===== config.mk =====
export PLATFORM = sky130hd
export DESIGN_NAME = bottomDatapath
export DESIGN_NICKNAME = d
export VERILOG_FILES = /design/src/logic/bottomPkg.sv /design/src/logic/bottomDatapath.sv /design/src/logic/resultWriteback.sv /design/src/logic/operandShaper.sv /design/src/logic/addressUnit.sv /design/src/logic/registerFile.sv /design/src/logic/microDecode.sv
export VERILOG_INCLUDE_DIRS = /design/src /design/src/logic
export SDC_FILE = /design/constraint.sdc
export NUM_CORES = 1
export LEC_CHECK = 0
export BUFFER_PORTS_ARGS = -buffer_cell sky130_fd_sc_hd__buf_4
export CORE_ASPECT_RATIO = 1.75
export CORE_MARGIN = 2
export CORE_UTILIZATION = 45
export CTS_CLUSTER_SIZE = 30
export DETAILED_ROUTE_END_ITERATION = 7
export GPL_ROUTABILITY_DRIVEN = 1
export HOLD_SLACK_MARGIN = 0.1
export PLACE_DENSITY_LB_ADDON = 0.1
export SETUP_SLACK_MARGIN = 0.02
export SLEW_MARGIN = 20
export SYNTH_ARGS = -nofsm -noshare
export SYNTH_HDL_FRONTEND = slang
export SYNTH_SLANG_ARGS = --single-unit

===== constraint.sdc =====
create_clock -name CLK -period 4.1 [get_ports CLK]
set_input_delay 1.23 -clock CLK [delete_from_list [all_inputs] [get_ports CLK]]
set_output_delay 1.23 -clock CLK [all_outputs]
set_load 0.01 [all_outputs]

===== src/logic/bottom_defines.svh =====
`ifndef BOTTOM_DEFINES_SVH
`define BOTTOM_DEFINES_SVH

// Register and data bus width
`define BOTTOM_DATA_W 8

// External address bus width
`define BOTTOM_ADDR_W 16

// Precharged bus level seen on the ALU inputs when idle
`define BOTTOM_IDLE_OPERAND {`BOTTOM_DATA_W{1'b1}}

// Restart vector from the interrupt logic
`define BOTTOM_VECTOR_W 5

`endif

===== src/logic/bottomPkg.sv =====
`include "bottom_defines.svh"

package bottomPkg;

	// Register file slots, SP halves last
	typedef enum logic [3:0] {
		REG_B = 4'd0,
		REG_C = 4'd1,
		REG_D = 4'd2,
		REG_E = 4'd3,
		REG_H = 4'd4,
		REG_L = 4'd5,
		REG_A = 4'd6,
		REG_W = 4'd7,
		REG_Z = 4'd8,
		REG_SPH = 4'd9,
		REG_SPL = 4'd10
	} regIdxT;

	typedef enum logic [2:0] {
		NOP = 3'd0,
		LOADIMM = 3'd1,
		MOVE = 3'd2,
		ALUOP = 3'd3,
		FETCH = 3'd4,
		PAIRSTEP = 3'd5,
		JUMP = 3'd6,
		RESTART = 3'd7
	} uopKindT;

	typedef struct packed {
		uopKindT kind;
		regIdxT dst;			// Low two bits pick the pair on PAIRSTEP
		regIdxT src;
		logic [`BOTTOM_DATA_W-1:0] imm;	// Data bus byte, opcode on FETCH
		logic down;			// Decrement on PAIRSTEP
		logic [5:0] bc;			// Operand mask controls
	} uopT;

	typedef struct packed {
		uopKindT kind;
		regIdxT writeSel;
		regIdxT srcSel;
		logic [1:0] pairSel;		// BC, DE, HL, SP
		logic down;
		logic [`BOTTOM_DATA_W-1:0] imm;
		logic [`BOTTOM_DATA_W-1:0] mask;	// Set bit clears the operand bit
	} ctrlT;

	// Flags as held in the upper nibble of Z
	typedef struct packed {
		logic z;
		logic n;
		logic h;
		logic c;
	} flagsT;

endpackage


===== src/logic/bottomDatapath.sv =====
`include "bottom_defines.svh"

module bottomDatapath
	import bottomPkg::*;
(
	input logic CLK,
	input logic rstN,
	input logic uopValid,
	input uopT uop,
	input logic [`BOTTOM_DATA_W-1:0] res,
	input logic [`BOTTOM_VECTOR_W-1:0] irqVector,
	output logic [`BOTTOM_ADDR_W-1:0] addr,
	output logic [`BOTTOM_DATA_W-1:0] aluOp1,
	output logic [`BOTTOM_DATA_W-1:0] aluOp2,
	output logic bq4,
	output logic bq5,
	output logic bq7,
	output flagsT tempFlags,
	output logic [`BOTTOM_DATA_W-1:0] ir
);

	ctrlT ctrl;

	logic [`BOTTOM_DATA_W-1:0] srcData;
	logic [`BOTTOM_DATA_W-1:0] aReg;
	logic [`BOTTOM_DATA_W-1:0] zReg;
	logic [`BOTTOM_ADDR_W-1:0] pairData;
	logic [`BOTTOM_ADDR_W-1:0] wzPair;
	logic [`BOTTOM_ADDR_W-1:0] stepped;

	// Writeback into the register file
	logic writeEn;
	logic zWriteEn;
	logic pairWriteEn;
	logic [`BOTTOM_DATA_W-1:0] writeData;
	logic [`BOTTOM_ADDR_W-1:0] pairWriteData;

	microDecode decode0 (
		.CLK(CLK),
		.rstN(rstN),
		.uopValid(uopValid),
		.uop(uop),
		.ctrl(ctrl)
	);

	registerFile regs0 (
		.CLK(CLK),
		.rstN(rstN),
		.ctrl(ctrl),
		.writeEn(writeEn),
		.writeData(writeData),
		.zWriteEn(zWriteEn),
		.pairWriteEn(pairWriteEn),
		.pairWriteData(pairWriteData),
		.srcData(srcData),
		.pairData(pairData),
		.wzPair(wzPair),
		.aReg(aReg),
		.zReg(zReg)
	);

	addressUnit addr0 (
		.CLK(CLK),
		.rstN(rstN),
		.ctrl(ctrl),
		.pairData(pairData),
		.wzPair(wzPair),
		.irqVector(irqVector),
		.addr(addr),
		.stepped(stepped)
	);

	operandShaper shaper0 (
		.ctrl(ctrl),
		.aReg(aReg),
		.srcData(srcData),
		.aluOp1(aluOp1),
		.aluOp2(aluOp2),
		.bq4(bq4),
		.bq5(bq5),
		.bq7(bq7)
	);

	resultWriteback result0 (
		.CLK(CLK),
		.rstN(rstN),
		.ctrl(ctrl),
		.srcData(srcData),
		.res(res),
		.stepped(stepped),
		.zReg(zReg),
		.writeEn(writeEn),
		.writeData(writeData),
		.zWriteEn(zWriteEn),
		.pairWriteEn(pairWriteEn),
		.pairWriteData(pairWriteData),
		.ir(ir),
		.tempFlags(tempFlags)
	);

endmodule


===== src/logic/resultWriteback.sv =====
`include "bottom_defines.svh"

module resultWriteback
	import bottomPkg::*;
(
	input logic CLK,
	input logic rstN,
	input ctrlT ctrl,
	input logic [`BOTTOM_DATA_W-1:0] srcData,
	input logic [`BOTTOM_DATA_W-1:0] res,
	input logic [`BOTTOM_ADDR_W-1:0] stepped,
	input logic [`BOTTOM_DATA_W-1:0] zReg,
	output logic writeEn,
	output logic [`BOTTOM_DATA_W-1:0] writeData,
	output logic zWriteEn,
	output logic pairWriteEn,
	output logic [`BOTTOM_ADDR_W-1:0] pairWriteData,
	output logic [`BOTTOM_DATA_W-1:0] ir,
	output flagsT tempFlags
);

	always_comb begin
		case (ctrl.kind)
			LOADIMM: writeData = ctrl.imm;
			MOVE: writeData = srcData;
			default: writeData = res;	// ALU result
		endcase
	end

	assign writeEn = (ctrl.kind == LOADIMM) || (ctrl.kind == MOVE) || (ctrl.kind == ALUOP);
	assign zWriteEn = (ctrl.kind == ALUOP);	// Z keeps a copy for the flags

	assign pairWriteEn = (ctrl.kind == PAIRSTEP);
	assign pairWriteData = stepped;

	always_ff @(posedge CLK or negedge rstN) begin
		if (!rstN) begin
			ir <= '0;
		end else if (ctrl.kind == FETCH) begin
			ir <= ctrl.imm;	// Opcode byte from the data bus
		end
	end

	assign tempFlags = '{z: zReg[7], n: zReg[6], h: zReg[5], c: zReg[4]};

endmodule


===== src/logic/operandShaper.sv =====
`include "bottom_defines.svh"

module operandShaper
	import bottomPkg::*;
(
	input ctrlT ctrl,
	input logic [`BOTTOM_DATA_W-1:0] aReg,
	input logic [`BOTTOM_DATA_W-1:0] srcData,
	output logic [`BOTTOM_DATA_W-1:0] aluOp1,
	output logic [`BOTTOM_DATA_W-1:0] aluOp2,
	output logic bq4,
	output logic bq5,
	output logic bq7
);

	logic aluCycle;
	logic [`BOTTOM_DATA_W-1:0] maskedSrc;

	assign aluCycle = (ctrl.kind == ALUOP);

	// Masked bits forced to zero
	assign maskedSrc = srcData & ~ctrl.mask;

	always_comb begin
		if (aluCycle) begin
			aluOp1 = aReg;
			aluOp2 = maskedSrc;
		end else begin
			aluOp1 = `BOTTOM_IDLE_OPERAND;	// Buses sit precharged
			aluOp2 = `BOTTOM_IDLE_OPERAND;
		end
	end

	// Accumulator status for the decoder
	assign bq4 = aReg[1] | aReg[2] | aReg[3];
	assign bq5 = aReg[5] | aReg[6] | aReg[7];
	assign bq7 = aReg[4] | aReg[7];

endmodule


===== src/logic/addressUnit.sv =====
`include "bottom_defines.svh"

module addressUnit
	import bottomPkg::*;
(
	input logic CLK,
	input logic rstN,
	input ctrlT ctrl,
	input logic [`BOTTOM_ADDR_W-1:0] pairData,
	input logic [`BOTTOM_ADDR_W-1:0] wzPair,
	input logic [`BOTTOM_VECTOR_W-1:0] irqVector,
	output logic [`BOTTOM_ADDR_W-1:0] addr,
	output logic [`BOTTOM_ADDR_W-1:0] stepped
);

	localparam int RestartPad = `BOTTOM_ADDR_W - `BOTTOM_VECTOR_W - 3;

	logic [`BOTTOM_ADDR_W-1:0] pc;
	logic [`BOTTOM_ADDR_W-1:0] stepIn;
	logic [`BOTTOM_ADDR_W-1:0] restartAddr;
	logic pairCycle;

	assign pairCycle = (ctrl.kind == PAIRSTEP);

	// Shared incrementer sees the pair on PAIRSTEP, the PC otherwise
	assign stepIn = pairCycle ? pairData : pc;

	always_comb begin
		if (pairCycle && ctrl.down) begin
			stepped = stepIn - 1'b1;	// Wraps 0000 to FFFF
		end else begin
			stepped = stepIn + 1'b1;
		end
	end

	// Vector times eight, zeros above
	assign restartAddr = {{RestartPad{1'b0}}, irqVector, 3'b000};

	// Address bus shows the pair only while it steps
	assign addr = stepIn;

	always_ff @(posedge CLK or negedge rstN) begin
		if (!rstN) begin
			pc <= '0;
		end else begin
			case (ctrl.kind)
				FETCH: begin
					pc <= stepped;
				end
				JUMP: begin
					pc <= wzPair;
				end
				RESTART: begin
					pc <= restartAddr;
				end
				default: begin
					pc <= pc;
				end
			endcase
		end
	end

endmodule


===== src/logic/registerFile.sv =====
`include "bottom_defines.svh"

module registerFile
	import bottomPkg::*;
(
	input logic CLK,
	input logic rstN,
	input ctrlT ctrl,
	input logic writeEn,
	input logic [`BOTTOM_DATA_W-1:0] writeData,
	input logic zWriteEn,
	input logic pairWriteEn,
	input logic [`BOTTOM_ADDR_W-1:0] pairWriteData,
	output logic [`BOTTOM_DATA_W-1:0] srcData,
	output logic [`BOTTOM_ADDR_W-1:0] pairData,
	output logic [`BOTTOM_ADDR_W-1:0] wzPair,
	output logic [`BOTTOM_DATA_W-1:0] aReg,
	output logic [`BOTTOM_DATA_W-1:0] zReg
);

	localparam int NumRegs = 11;

	logic [NumRegs-1:0][`BOTTOM_DATA_W-1:0] regs;
	regIdxT hiIdx;
	regIdxT loIdx;

	// Pair code to high and low slot
	always_comb begin
		case (ctrl.pairSel)
			2'd0: begin hiIdx = REG_B; loIdx = REG_C; end
			2'd1: begin hiIdx = REG_D; loIdx = REG_E; end
			2'd2: begin hiIdx = REG_H; loIdx = REG_L; end
			default: begin hiIdx = REG_SPH; loIdx = REG_SPL; end
		endcase
	end

	// Codes above SPL read as zero
	assign srcData = (ctrl.srcSel <= REG_SPL) ? regs[ctrl.srcSel] : '0;
	assign pairData = {regs[hiIdx], regs[loIdx]};
	assign wzPair = {regs[REG_W], regs[REG_Z]};
	assign aReg = regs[REG_A];
	assign zReg = regs[REG_Z];

	always_ff @(posedge CLK or negedge rstN) begin
		if (!rstN) begin
			regs <= '0;
		end else begin
			if (writeEn && (ctrl.writeSel <= REG_SPL)) begin
				regs[ctrl.writeSel] <= writeData;
			end
			if (zWriteEn) begin
				regs[REG_Z] <= writeData;	// ALU result copy into Z
			end
			if (pairWriteEn) begin
				regs[hiIdx] <= pairWriteData[`BOTTOM_ADDR_W-1:`BOTTOM_DATA_W];
				regs[loIdx] <= pairWriteData[`BOTTOM_DATA_W-1:0];
			end
		end
	end

endmodule


===== src/logic/microDecode.sv =====
module microDecode
	import bottomPkg::*;
(
	input logic CLK,
	input logic rstN,
	input logic uopValid,
	input uopT uop,
	output ctrlT ctrl
);

	// Control word that does nothing
	localparam ctrlT IdleCtrl = '{
		kind: NOP,
		writeSel: REG_B,
		srcSel: REG_B,
		pairSel: 2'b00,
		down: 1'b0,
		imm: '0,
		mask: '0
	};

	ctrlT decoded;

	// bc[4] blanks the whole operand and bc[0] enables the upper nibble clears
	function automatic logic [7:0] maskFromBc(input logic [5:0] bc);
		logic [7:0] m;
		m = {8{bc[4]}};
		if (bc[0]) begin
			m[7:4] = m[7:4] | {bc[3], bc[2], bc[5], bc[1]};
		end
		return m;
	endfunction

	always_comb begin
		decoded = IdleCtrl;
		decoded.kind = uop.kind;
		decoded.srcSel = uop.src;
		decoded.imm = uop.imm;
		decoded.mask = maskFromBc(uop.bc);

		case (uop.kind)
			ALUOP: begin
				decoded.writeSel = REG_A;	// Result always lands in A
			end
			PAIRSTEP: begin
				decoded.pairSel = uop.dst[1:0];
				decoded.down = uop.down;
			end
			default: begin
				decoded.writeSel = uop.dst;
			end
		endcase
	end

	always_ff @(posedge CLK or negedge rstN) begin
		if (!rstN) begin
			ctrl <= IdleCtrl;
		end else if (uopValid) begin
			ctrl <= decoded;
		end else begin
			ctrl <= IdleCtrl;	// Idle without a strobe
		end
	end

endmodule


== Word level (Yosys, flattened, before mapping) ==
Cells that the tools add are included.

* $add $sub $neg: 2
* Multiply operators: 0
* Div/mod/pow operators: 0
* Order comparisons: 9
* Equality and inequality tests: 11
* Shift operators: 0
* Mux-type cells: 31
* Bitwise logic cells: 8
* Reductions and logical operators: 9

{| class="wikitable"
|+ Operator list
! operator !! count
|-
| bitwise mux 88 bit || 3
|-
| 2-to-1 mux 88 bit || 2
|-
| binary-select mux 8 bit (select 4 bit) || 3
|-
| demux 8 bit (select 4 bit) || 3
|-
| 2-to-1 mux 8 bit || 10
|-
| case mux 16 bit (3 select lines) || 1
|-
| 2-to-1 mux 16 bit || 2
|-
| 2-to-1 mux 30 bit || 1
|-
| case mux 4 bit (3 select lines) || 2
|-
| < comparator 4 x 5 -> 1 bit (second input constant) || 4
|-
| adder 16 x 1 -> 16 bit (second input constant) || 1
|-
| case mux 8 bit (2 select lines) || 1
|-
| subtractor 16 x 1 -> 16 bit (second input constant) || 1
|-
| equality test 3 bit (second input constant) || 5
|-
| >= comparator 4 x 1 -> 1 bit (second input constant) || 3
|-
| equality test 3 x 2 -> 1 bit (second input constant) || 3
|-
| AND 8 bit || 1
|-
| less-or-equal comparator 4 bit (second input constant) || 2
|-
| NOT 8 bit || 1
|-
| case mux 4 bit (2 select lines) || 1
|-
| logical AND 1 bit || 5
|-
| bitwise OR 1 bit || 5
|-
| 2-to-1 mux 4 bit || 1
|-
| bitwise OR 4 bit || 1
|-
| other kinds (7) || 8
|}

* Register bits after elaboration: 142
* Latch bits: 0
* RAM bits: 0
* Memory bits (read-only): 0
* Input port bits: 42
* Output and inout port bits: 47
* Logic and storage cells: 90
* Memories kept: 0

== Longest topological paths before layout ==
Gate-level depths: netlist (run 1).

* Depth after elaboration: 10
* Mapped depth: 16
* Depth with buffers taken out: 13

== Hierarchy ==
Synthesis (run 1) repeated with hierarchy kept, for this count alone.

* Cell total of the unflattened synthesis: 1022
* Area total of the unflattened synthesis: 9365.2 µm²

{| class="wikitable"
|+ Modules (own cells, without submodules)
! module !! times used !! cells each !! area each (µm²)
|-
| registerFile || 1 || 566 || 5501.5
|-
| addressUnit || 1 || 264 || 1956.9
|-
| microDecode || 1 || 73 || 947.2
|-
| resultWriteback || 1 || 90 || 799.5
|-
| operandShaper || 1 || 29 || 160.2
|}

== Worst setup path after synthesis (run 1) ==
OpenSTA, ideal clock, no wires.

* Path type: register -> register
* From: register decode0.ctrl[17] (netlist name)
* To: register regs0.regs[23] in the netlist's numbering
* Arrival: 3.823 ns
* Required time: 3.965 ns
* Setup slack: 0.143 ns
* Stages on the path, launching flop included: 14
* Buffers on the path: 2
* Period minus slack after synthesis: 3.957 ns
* Cell sequence: dfrtp_1 buf_1 buf_2 mux4_2 nand2_1 nand2_1 ha_1 a21oi_1 o21ai_0 a2111oi_0 o31ai_1 a221oi_2 xor2_1 o22ai_1

* Longest elaborated chain between the ends: 10
* Elaborated cells between the ends (all ways): 26
* Those cells by class: add/sub (2); order compare (4); eq/ne (2); mux (15); reduce/logical (3)

{| class="wikitable"
|+ Ends and longest elaborated chain
! element !! RTL line !! RTL
|-
| equality test 2 bit (tied with other cells) || registerFile.sv:29 || <nowiki>case (ctrl.pairSel)</nowiki>
|-
| case mux 4 bit (3 select lines) (*) || registerFile.sv:29 ||
|-
| binary-select mux 8 bit (select 4 bit) (*) || registerFile.sv:39 || <nowiki>assign pairData = {regs[hiIdx], regs[loIdx]};</nowiki>
|-
| 2-to-1 mux 8 bit (implied by the code) (*) || registerFile.sv:39 ||
|-
| 2-to-1 mux 16 bit (*) || addressUnit.sv:26 || <nowiki>assign stepIn = pairCycle ? pairData : pc;</nowiki>
|-
| named net addr[4] || bottomDatapath.sv:12 || <nowiki>output logic [`BOTTOM_ADDR_W-1:0] addr,</nowiki>
|-
| adder 16 x 1 -> 16 bit or subtractor 16 x 1 -> 16 bit (tied branches) || addressUnit.sv:32, addressUnit.sv:30 ||
|-
| 2-to-1 mux 16 bit (*) || addressUnit.sv:29 || <nowiki>if (pairCycle && ctrl.down) begin</nowiki>
|-
| bitwise mux 88 bit || registerFile.sv:55 || <nowiki>regs[hiIdx] <= pairWriteData[`BOTTOM_ADDR_W-1:`BOTTOM_DATA_W];</nowiki>
|-
| bitwise mux 88 bit (*) || registerFile.sv:56 || <nowiki>regs[loIdx] <= pairWriteData[`BOTTOM_DATA_W-1:0];</nowiki>
|-
| 2-to-1 mux 88 bit (*) || registerFile.sv:54 || <nowiki>if (pairWriteEn) begin</nowiki>
|-
| end signal: indexed assignment || registerFile.sv:52 || <nowiki>regs[REG_Z] <= writeData;</nowiki>
|-
| end signal: indexed assignment || registerFile.sv:55 ||
|-
| end signal: indexed assignment || registerFile.sv:56 ||
|-
| end: declaration || registerFile.sv:23 || <nowiki>logic [NumRegs-1:0][`BOTTOM_DATA_W-1:0] regs;</nowiki>
|}

The timed path passes the listed nets; every way through them passes the cells marked *. The select of a mux whose other input is x is not followed.
A chain may end at the register's enable or synchronous reset.

== Worst setup path in the final report (run 1) ==
* From: register decode0.ctrl[27] (netlist name)
* To: output aluOp2[3]

* Longest elaborated chain between the ends: 2

{| class="wikitable"
|+ Ends and longest elaborated chain
! element !! RTL line !! RTL
|-
| equality test 3 x 2 -> 1 bit || operandShaper.sv:19 || <nowiki>assign aluCycle = (ctrl.kind == ALUOP);</nowiki>
|-
| 2-to-1 mux 8 bit || operandShaper.sv:25 || <nowiki>if (aluCycle) begin</nowiki>
|-
| end: declaration || bottomDatapath.sv:14 || <nowiki>output logic [`BOTTOM_DATA_W-1:0] aluOp2,</nowiki>
|}

Every way passes these cells.

==> results of run 1 <==
## registers in the layout, summed over array words and instances (netlist names)
| register | count |
|---|---|
| addr0.pc | 16 |
| regs0.wzPair | 8 |
| decode0.ctrl | 27 |
| regs0.regs | 64 |
| regs0.aReg | 8 |
| regs0.zReg | 8 |
| result0.ir | 8 |
## logic make-up (layout without fill, tap and decap cells)
family / Yosys count / in the layout / share of synthesized area [%]
xor+xnor: 14 / 14 / 1.41
fa+ha+maj: 16 / 16 / 2.36
compound gates: 284 / 284 / 20.7
flops: 139 / 139 / 40.0
buf+inv: 82 / 176 / 3.93
mux: 72 / 72 / 13.1
simple gates: 348 / 348 / 18.4
## repair_timing
action                                  in CTS  in global routing
gates resized for setup                      0                  1
endpoints found under the setup margin       0                  3
buffers inserted                             0                  0
## where the power goes
part           total [mW]  switching, mW  leakage [nW]  internal (mW)
clock network        1.45          0.594         0.269          0.854
registers            2.09          0.382          1.62           1.71
logic                1.65          0.875          2.47          0.779
## routing by layer
metal	GRT usage (%)	vias up	share of wire [%]
li1	-	3653	-
met1	37.7	3889	37
met2	53.5	427	52
met3	4.76	78	6.7
met4	15.3	0	4.4
met5	0	-	0
## layout make-up
| type | instances | area (um2) | share of cell area [%] |
|---|---|---|---|
| clock buffer | 22 | 464 | 4.53 |
| clock inverter | 9 | 72.6 | 0.709 |
| inverter | 15 | 56.3 | 0.550 |
| multi-input combinational | 734 | 4870 | 47.6 |
| sequential | 139 | 3480 | 34.0 |
| tap | 241 | 302 | 2.95 |
| timing repair buffer | 130 | 992 | 9.69 |
## cell usage after synthesis (all sizes together) (4+ instances only)
library cell | number | area share, %
mux4 | 31 | 8.0
a21oi | 70 | 4.0
o221ai | 19 | 1.9
o31ai | 5 | 0.43
clkbuf | 46 | 2.0
nand2b | 7 | 0.50
buf | 21 | 1.3
o21ai | 84 | 4.8
a32oi | 6 | 0.60
a22oi | 11 | 0.95
nor3 | 10 | 0.69
xnor2 | 7 | 0.71
or3 | 12 | 0.86
xor2 | 7 | 0.71
dfrtp | 139 | 40
a21boi | 6 | 0.52
nor2b | 21 | 1.5
mux2i | 26 | 3.1
mux2 | 15 | 1.9
inv | 12 | 0.52
a211o | 5 | 0.50
nand2 | 163 | 7.0
or2 | 5 | 0.36
and2 | 25 | 1.8
o22ai | 15 | 1.1
o211ai | 23 | 2.0
a211oi | 7 | 0.60
o21a | 4 | 0.35
and3 | 5 | 0.36
nand3 | 11 | 0.63
nor2 | 75 | 3.2
a21o | 8 | 0.69
ha | 14 | 2.0
## path summary, 6_finish.rpt
check | start | to | slack, ns
hold / removal | decode0.ctrl[8]$_DFF_PN0_ | result0.ir[0]$_DFFE_PN0N_ | 0.47
setup reg to reg | decode0.ctrl[17]$_DFF_PN0_ | addr0.pc[12]$_DFFE_PN0P_ | 0.39
max in group asynchronous | rstN | regs0.regs[35]$_DFF_PN0_ | 2.55
min in group asynchronous | rstN | result0.ir[5]$_DFFE_PN0N_ | 0.80
setup / recovery | decode0.ctrl[27]$_DFF_PN0_ | aluOp2[3] | 0.21
hold reg to reg | decode0.ctrl[8]$_DFF_PN0_ | result0.ir[0]$_DFFE_PN0N_ | 0.47
## through the flow
step	setup slack (ns)	power, mW
after CTS	0.113	5.18
after global routing	0.0624	5.44
after floorplan	0.143	3.02
final	0.210	5.19
after detailed placement	0.434	3.73
after global placement	0.511	3.70
## worst register-to-register path: cells and delay by family (launching register included)
kind	cells	cell delay [ns]
and+or+nand+nor	1	0.07
muxes	2	0.75
buffers and inverters	2	0.44
DFF	1	0.55
adders and majority gates	1	0.25
AOI/OAI and AO/OA	6	1.55
==> summary.md, run 1 <==
| Metric | Value |
|---|---|
| Cells after synthesis | `between 900 and 1000` |
| Sequential share of the synthesized area | `40.0%` |
| Tcrit/Tclk final | `a little over nine tenths` |
| Vias/cell | `6.24` |
| Grt total ovfl | `0` |
| DRT iter0 DRCs | `862` |
| Buf/Inv on CP | `2` |
| Placer Congestion | `between 0.9 and 1` |
| #FFs+latches synth | `~140` |
| MaxCap Viol Count | `0` |
| Synth unique cells | `67` |
| Overall Global Routing Usage | `31.3%` |
| F_max | `roughly 260 MHz` |
| Die Wd | `between 100 and 150 um` |
| Die ar. | `0.0205 mm2` |
| Share of cells above drive strength 1 | `20.8%` |
| ANT cells | `0` |
| R2R cell count | `12` |
| First-pass GRT wire length | `~47 mm` |
| Reg clk slew, reported paths | `around 0.06 ns` |
| Max Slew Vio Count | `0` |
| Slowest stage delay, CP | `between 0.5 and 0.6 ns` |
| Data arrival time of the worst path | `about 2.7 ns` |
| WL/cell | `approximately 24 um` |
| Tightest Hold Check Type | `flop to flop` |
| Post-route ant nets | `0` |
| Vias | `8047` |
| Endpoints failing setup | `0` |
| Initial Util | `45.7%` |
| # clock sinks | `between 100 and 150` |
| TritonCTS buffer count | `17` |
| Core Footprint | `about 0.019 mm2` |
| # DRC | `0` |
| Post-synth EDFFs | `0` |
| Placed insts | `1259` |
| WL final | `between 30 and 40 mm` |
| Critical path endpoint category | `primary output` |
| Vias in the first global route | `8028` |
| Synthesized Nets | `1012` |
| Most frequent cells in the layout | `163 x nand2_1, 138 x dfrtp_1, 128 x buf_4` |
| Hold Crit Depth | `2` |
| Fillers | `1730` |
| Post-Syn Area | `0.00869 mm2` |
| Hold Buf Count CTS | `0` |
| Initial antenna violation count | `0` |
| Final setup skew | `roughly 0.0066 ns` |
| Non-Filler Instances | `1290` |
| # IOs | `between 80 and 90` |
| Gate family responsible for the most delay along the worst path | `simple AND/OR/NAND/NOR gates` |
| Async S/R FF share, synth | `100%` |
| Finished Cell Area | `a little over 0.01 mm2` |
| Leak pwr | `4.36 nW` |
| H-tree Lvls | `4` |
| CTS tree | `built` |
| Worst EP required | `around 2.9 ns` |
| Drt pass-1 iters | `5` |
| Root Driver | `clkbuf_16` |
| Worst setup SP type | `flop` |
| Worst-path maximum fanout | `29` |
| RSZ-0062 raised after global routing | `no` |
| Status | `complete, no violations` |
| Period minus WS final | `between 3 and 4 ns` |
| Later-pin clock latency in the skew report | `roughly 0.43 ns` |
| Worst-path cell chain | `buf_4 -> nand2_1 -> nor2_1 -> o21ai_0 -> buf_4` |
| Final layout net count | `1094` |
| Pwr Density | `508 mW/mm2` |
| Fin. Hold Viols | `0` |
| Pin count of the biggest net entering global routing | `between 60 and 70` |
| Area Overhead vs Synth | `17.8%` |
| YS warnings | `0` |
| Detailed Place HPWL | `approximately 24 mm` |
| CP max-delay cell | `dfrtp_1` |
| # rows | `67` |
| Relative slew slack | `between 20 and 30%` |
| Die Y | `188 um` |
| Total negative slack | `0 ns` |
| Post-synth top flop | `dfrtp_1` |
| IO buf count | `88` |
| Worst-case clock buffer depth | `2` |
| Leading cell type in the layout, fill and taps excluded | `nand2_1` |
| CP Depth | `5` |
| Avg Inst Size Synth | `approximately 9 um2` |
| Placed cell area | `a little under 0.01 mm2` |
| Final core occ | `between 50% and 60%` |
| Crit path top cell by count | `buf_4` |
| Worst-margin pin slew | `~1.1 ns` |
| Hold_ws | `around 0.47 ns` |
| VDD IR max | `approximately 0.29 mV` |
| Crit Path Class | `flop to primary output` |
No activity file was read; power rests on OpenSTA's default activity.
==> inputs of run 2 (changes only) <==
==> constraint.sdc (replaced) <==
create_clock -name CLK -period 4.1 [get_ports CLK]
set_input_delay 0.82 -clock CLK [delete_from_list [all_inputs] [get_ports CLK]]
set_output_delay 0.82 -clock CLK [all_outputs]
set_load 0.01 [all_outputs]
==> run 2 against run 1 <==
  * Routed wire length up 1.1%
  * Total power grew 5.4%
  * Sequential share of layout area shrank 0.28 points
  * First-iteration DRC count rose by 2.7%
  * Flip-flop and latch count did not move
  * Worst hold slack got worse by 0.11 ns
  * Sequential power about the same
  * Count of clock-buffer cells in the layout shrank 3
  * Maximum frequency grew 5.6%
  * Die area unchanged
==> summary.md, run 2 (synthesis results as in run 1) <==
| Metric | Value |
|---|---|
| Int Power | `approximately 3.6 mW` |
| Max Slew Vio Count | `0` |
| Drt pass-1 iters | `7` |
| Leak pwr | `4.39 nW` |
| Worst-path cell chain | `buf_4 -> mux2i_1 -> mux4_2 -> a21o_1 -> o21ai_0 -> buf_4` |
| Later-pin clock latency in the skew report | `around 0.44 ns` |
| CTS tree | `built` |
| Biggest regs | `regs0.regs x64, decode0.ctrl x27, addr0.pc x16` |
| Comb power frac | `a little under a third` |
| Sequential share of power | `about two fifths` |
| WL/cell | `24.3 um` |
| Vias in the first global route | `a little over 8000` |
| Endpoints failing setup | `0` |
| MaxCap Viol Count | `0` |
| Worst setup SP type | `flop` |
| Finished Cell Area | `between 0.01 and 0.015 mm2` |
| Most frequent cells in the layout | `163 x nand2_1, 139 x dfrtp_1, 124 x buf_4` |
| Area Overhead vs Synth | `18.7%` |
| Fillers | `approximately 1800` |
| Worst-margin pin slew | `roughly 1.1 ns` |
| Detailed Place HPWL | `around 24 mm` |
| Placed insts | `roughly 1300` |
| Die ar. | `0.0205 mm2` |
| # clock sinks | `between 100 and 150` |
| Hold Buf Count CTS | `0` |
| WL final | `31.2 mm` |
| R2R cell count | `12` |
| Vias/cell | `6.32` |
| Share of cells above drive strength 1 | `about a fifth` |
| Leading cell type in the layout, fill and taps excluded | `nand2_1` |
| First-pass GRT wire length | `about 48 mm` |
| P_sw | `between 1.5 and 2 mW` |
| Reg clk slew, reported paths | `about 0.06 ns` |
| Worst reg2reg setup slack | `about 0.45 ns` |
| # IOs | `89` |
| Slowest stage delay, CP | `~0.9 ns` |
| Die Y | `around 190 um` |
| Pin count of the biggest net entering global routing | `83` |
| Vias | `between 8000 and 9000` |
| RSZ-0062 raised after global routing | `no` |
| Worst reg2reg path startpoint | `decode0.ctrl[17]$_DFF_PN0_` |
| IO buf count | `approximately 90` |
| VDD IR max | `~0.26 mV` |
| Placed cell area | `0.00967 mm2` |
| H-tree Lvls | `4` |
| Crit path top cell by count | `buf_4` |
| Root Driver | `clkbuf_16` |
| Die Wd | `109 um` |
| Grt total ovfl | `0` |
| Worst-path maximum fanout | `13` |
| CP max-delay cell | `dfrtp_1` |
| Post-CTS setup buffers | `0` |
| Tightest Hold Check Type | `input port to asynchronous set/reset pin` |
| ANT cells | `0` |
| Pwr Density | `between 500 and 600 mW/mm2` |
| Max reg flops | `64` |
| Placer Congestion | `0.965` |
| Non-Filler Instances | `between 1000 and 1500` |
| Clock network power share | `a little under a third` |
| Post-route ant nets | `0` |
| Total negative slack | `0 ns` |
| Final setup skew | `about 0.0086 ns` |
| DRT iter0 DRCs | `~890` |
| Period minus WS final | `3.68 ns` |
| Initial antenna violation count | `0` |
| Overall Global Routing Usage | `between 30% and 40%` |
| # DRC | `0` |
| Relative slew slack | `27.8%` |
| Worst-case clock buffer depth | `2` |
| Switch share | `between 30% and 40%` |
| Initial Util | `45.7%` |
| Core Footprint | `roughly 0.019 mm2` |
| Final layout net count | `between 1000 and 1500` |
| F_max | `271 MHz` |
| Storage cell area | `between 0.003 and 0.004 mm2` |
| # rows | `67` |
| Critical path endpoint category | `primary output` |
| Crit Path Class | `flop to primary output` |
| Fin. Hold Viols | `0` |
| Multi-input gate area | `around 0.0049 mm2` |
| Resized Gates After CTS | `0` |
| Final core occ | `a little over half` |
| TritonCTS buffer count | `17` |
| Data arrival time of the worst path | `roughly 2.9 ns` |
| R2R Path End | `regs0.regs[7]$_DFF_PN0_` |
| Status | `complete, no violations` |
| Gate family responsible for the most delay along the worst path | `flip-flops` |
| Largest Register | `regs0.regs` |
| Buf/Inv on CP | `2` |
| Worst EP required | `3.28 ns` |
| Tcrit/Tclk final | `89.9%` |
==> run 2: cell count changes in the layout (fill, tap and decap cells not counted), moves of 2 or more <==
cell / change
bufinv_16: +4
clkinv_4: +4
buf_4: -4
clkinv_2: -6
clkbuf_8: -2
inv_6: +2
==> run 2: per-stage QoR <==
step / hold WS (ns) / power (mW) / worst slack [ns]
2_1_floorplan: 0.439 / 3.02 / 0.143
3_3_place_gp: 0.453 / 3.71 / 0.518
3_5_place_dp: 0.460 / 3.72 / 0.383
4_1_cts: 0.384 / 5.46 / 0.377
5_1_grt: 0.410 / 5.72 / 0.138
6_report: 0.365 / 5.48 / 0.416
==> run 2: cell type report <==
| type | instances | area share, % |
|---|---|---|
| multi-input combinational | 734 | 47.2 |
| sequential | 139 | 33.7 |
| timing repair buffer | 126 | 9.32 |
| clock buffer | 19 | 4.20 |
| tap | 241 | 2.92 |
| clock inverter | 13 | 2.09 |
| inverter | 15 | 0.546 |
==> run 2: worst max-delay path by stage <==
stage,from,end,cells after the start
floorplan,decode0.ctrl[17]$_DFF_PN0_,regs0.regs[23]$_DFF_PN0_,13
global placement,decode0.ctrl[17]$_DFF_PN0_,addr0.pc[12]$_DFFE_PN0P_,12
detailed placement,decode0.ctrl[17]$_DFF_PN0_,regs0.regs[7]$_DFF_PN0_,12
CTS,decode0.ctrl[17]$_DFF_PN0_,regs0.regs[7]$_DFF_PN0_,12
global route,decode0.ctrl[17]$_DFF_PN0_,regs0.regs[7]$_DFF_PN0_,12
finish,decode0.ctrl[19]$_DFF_PN0_,aluOp2[1],6
==> run 2: power groups by stage <==
stage               sequential (mW)  combinational (mW)  clock [mW]
floorplan                      1.91                1.11           0
global placement               2.11                1.61           0
detailed placement             2.09                1.63           0
CTS                            2.08                1.64        1.74
global route                   2.12                1.80        1.80
finish                         2.10                1.65        1.73
==> run 2: layer usage <==
layer | vias to the layer above | wire (um) | track usage, %
met5 | - | 0 | 0
met4 | 0 | 1690 | 16.3
met3 | 117 | 1900 | 5.49
met2 | 386 | 16100 | 54.3
met1 | 3976 | 11500 | 38.0
li1 | 3650 | - | -
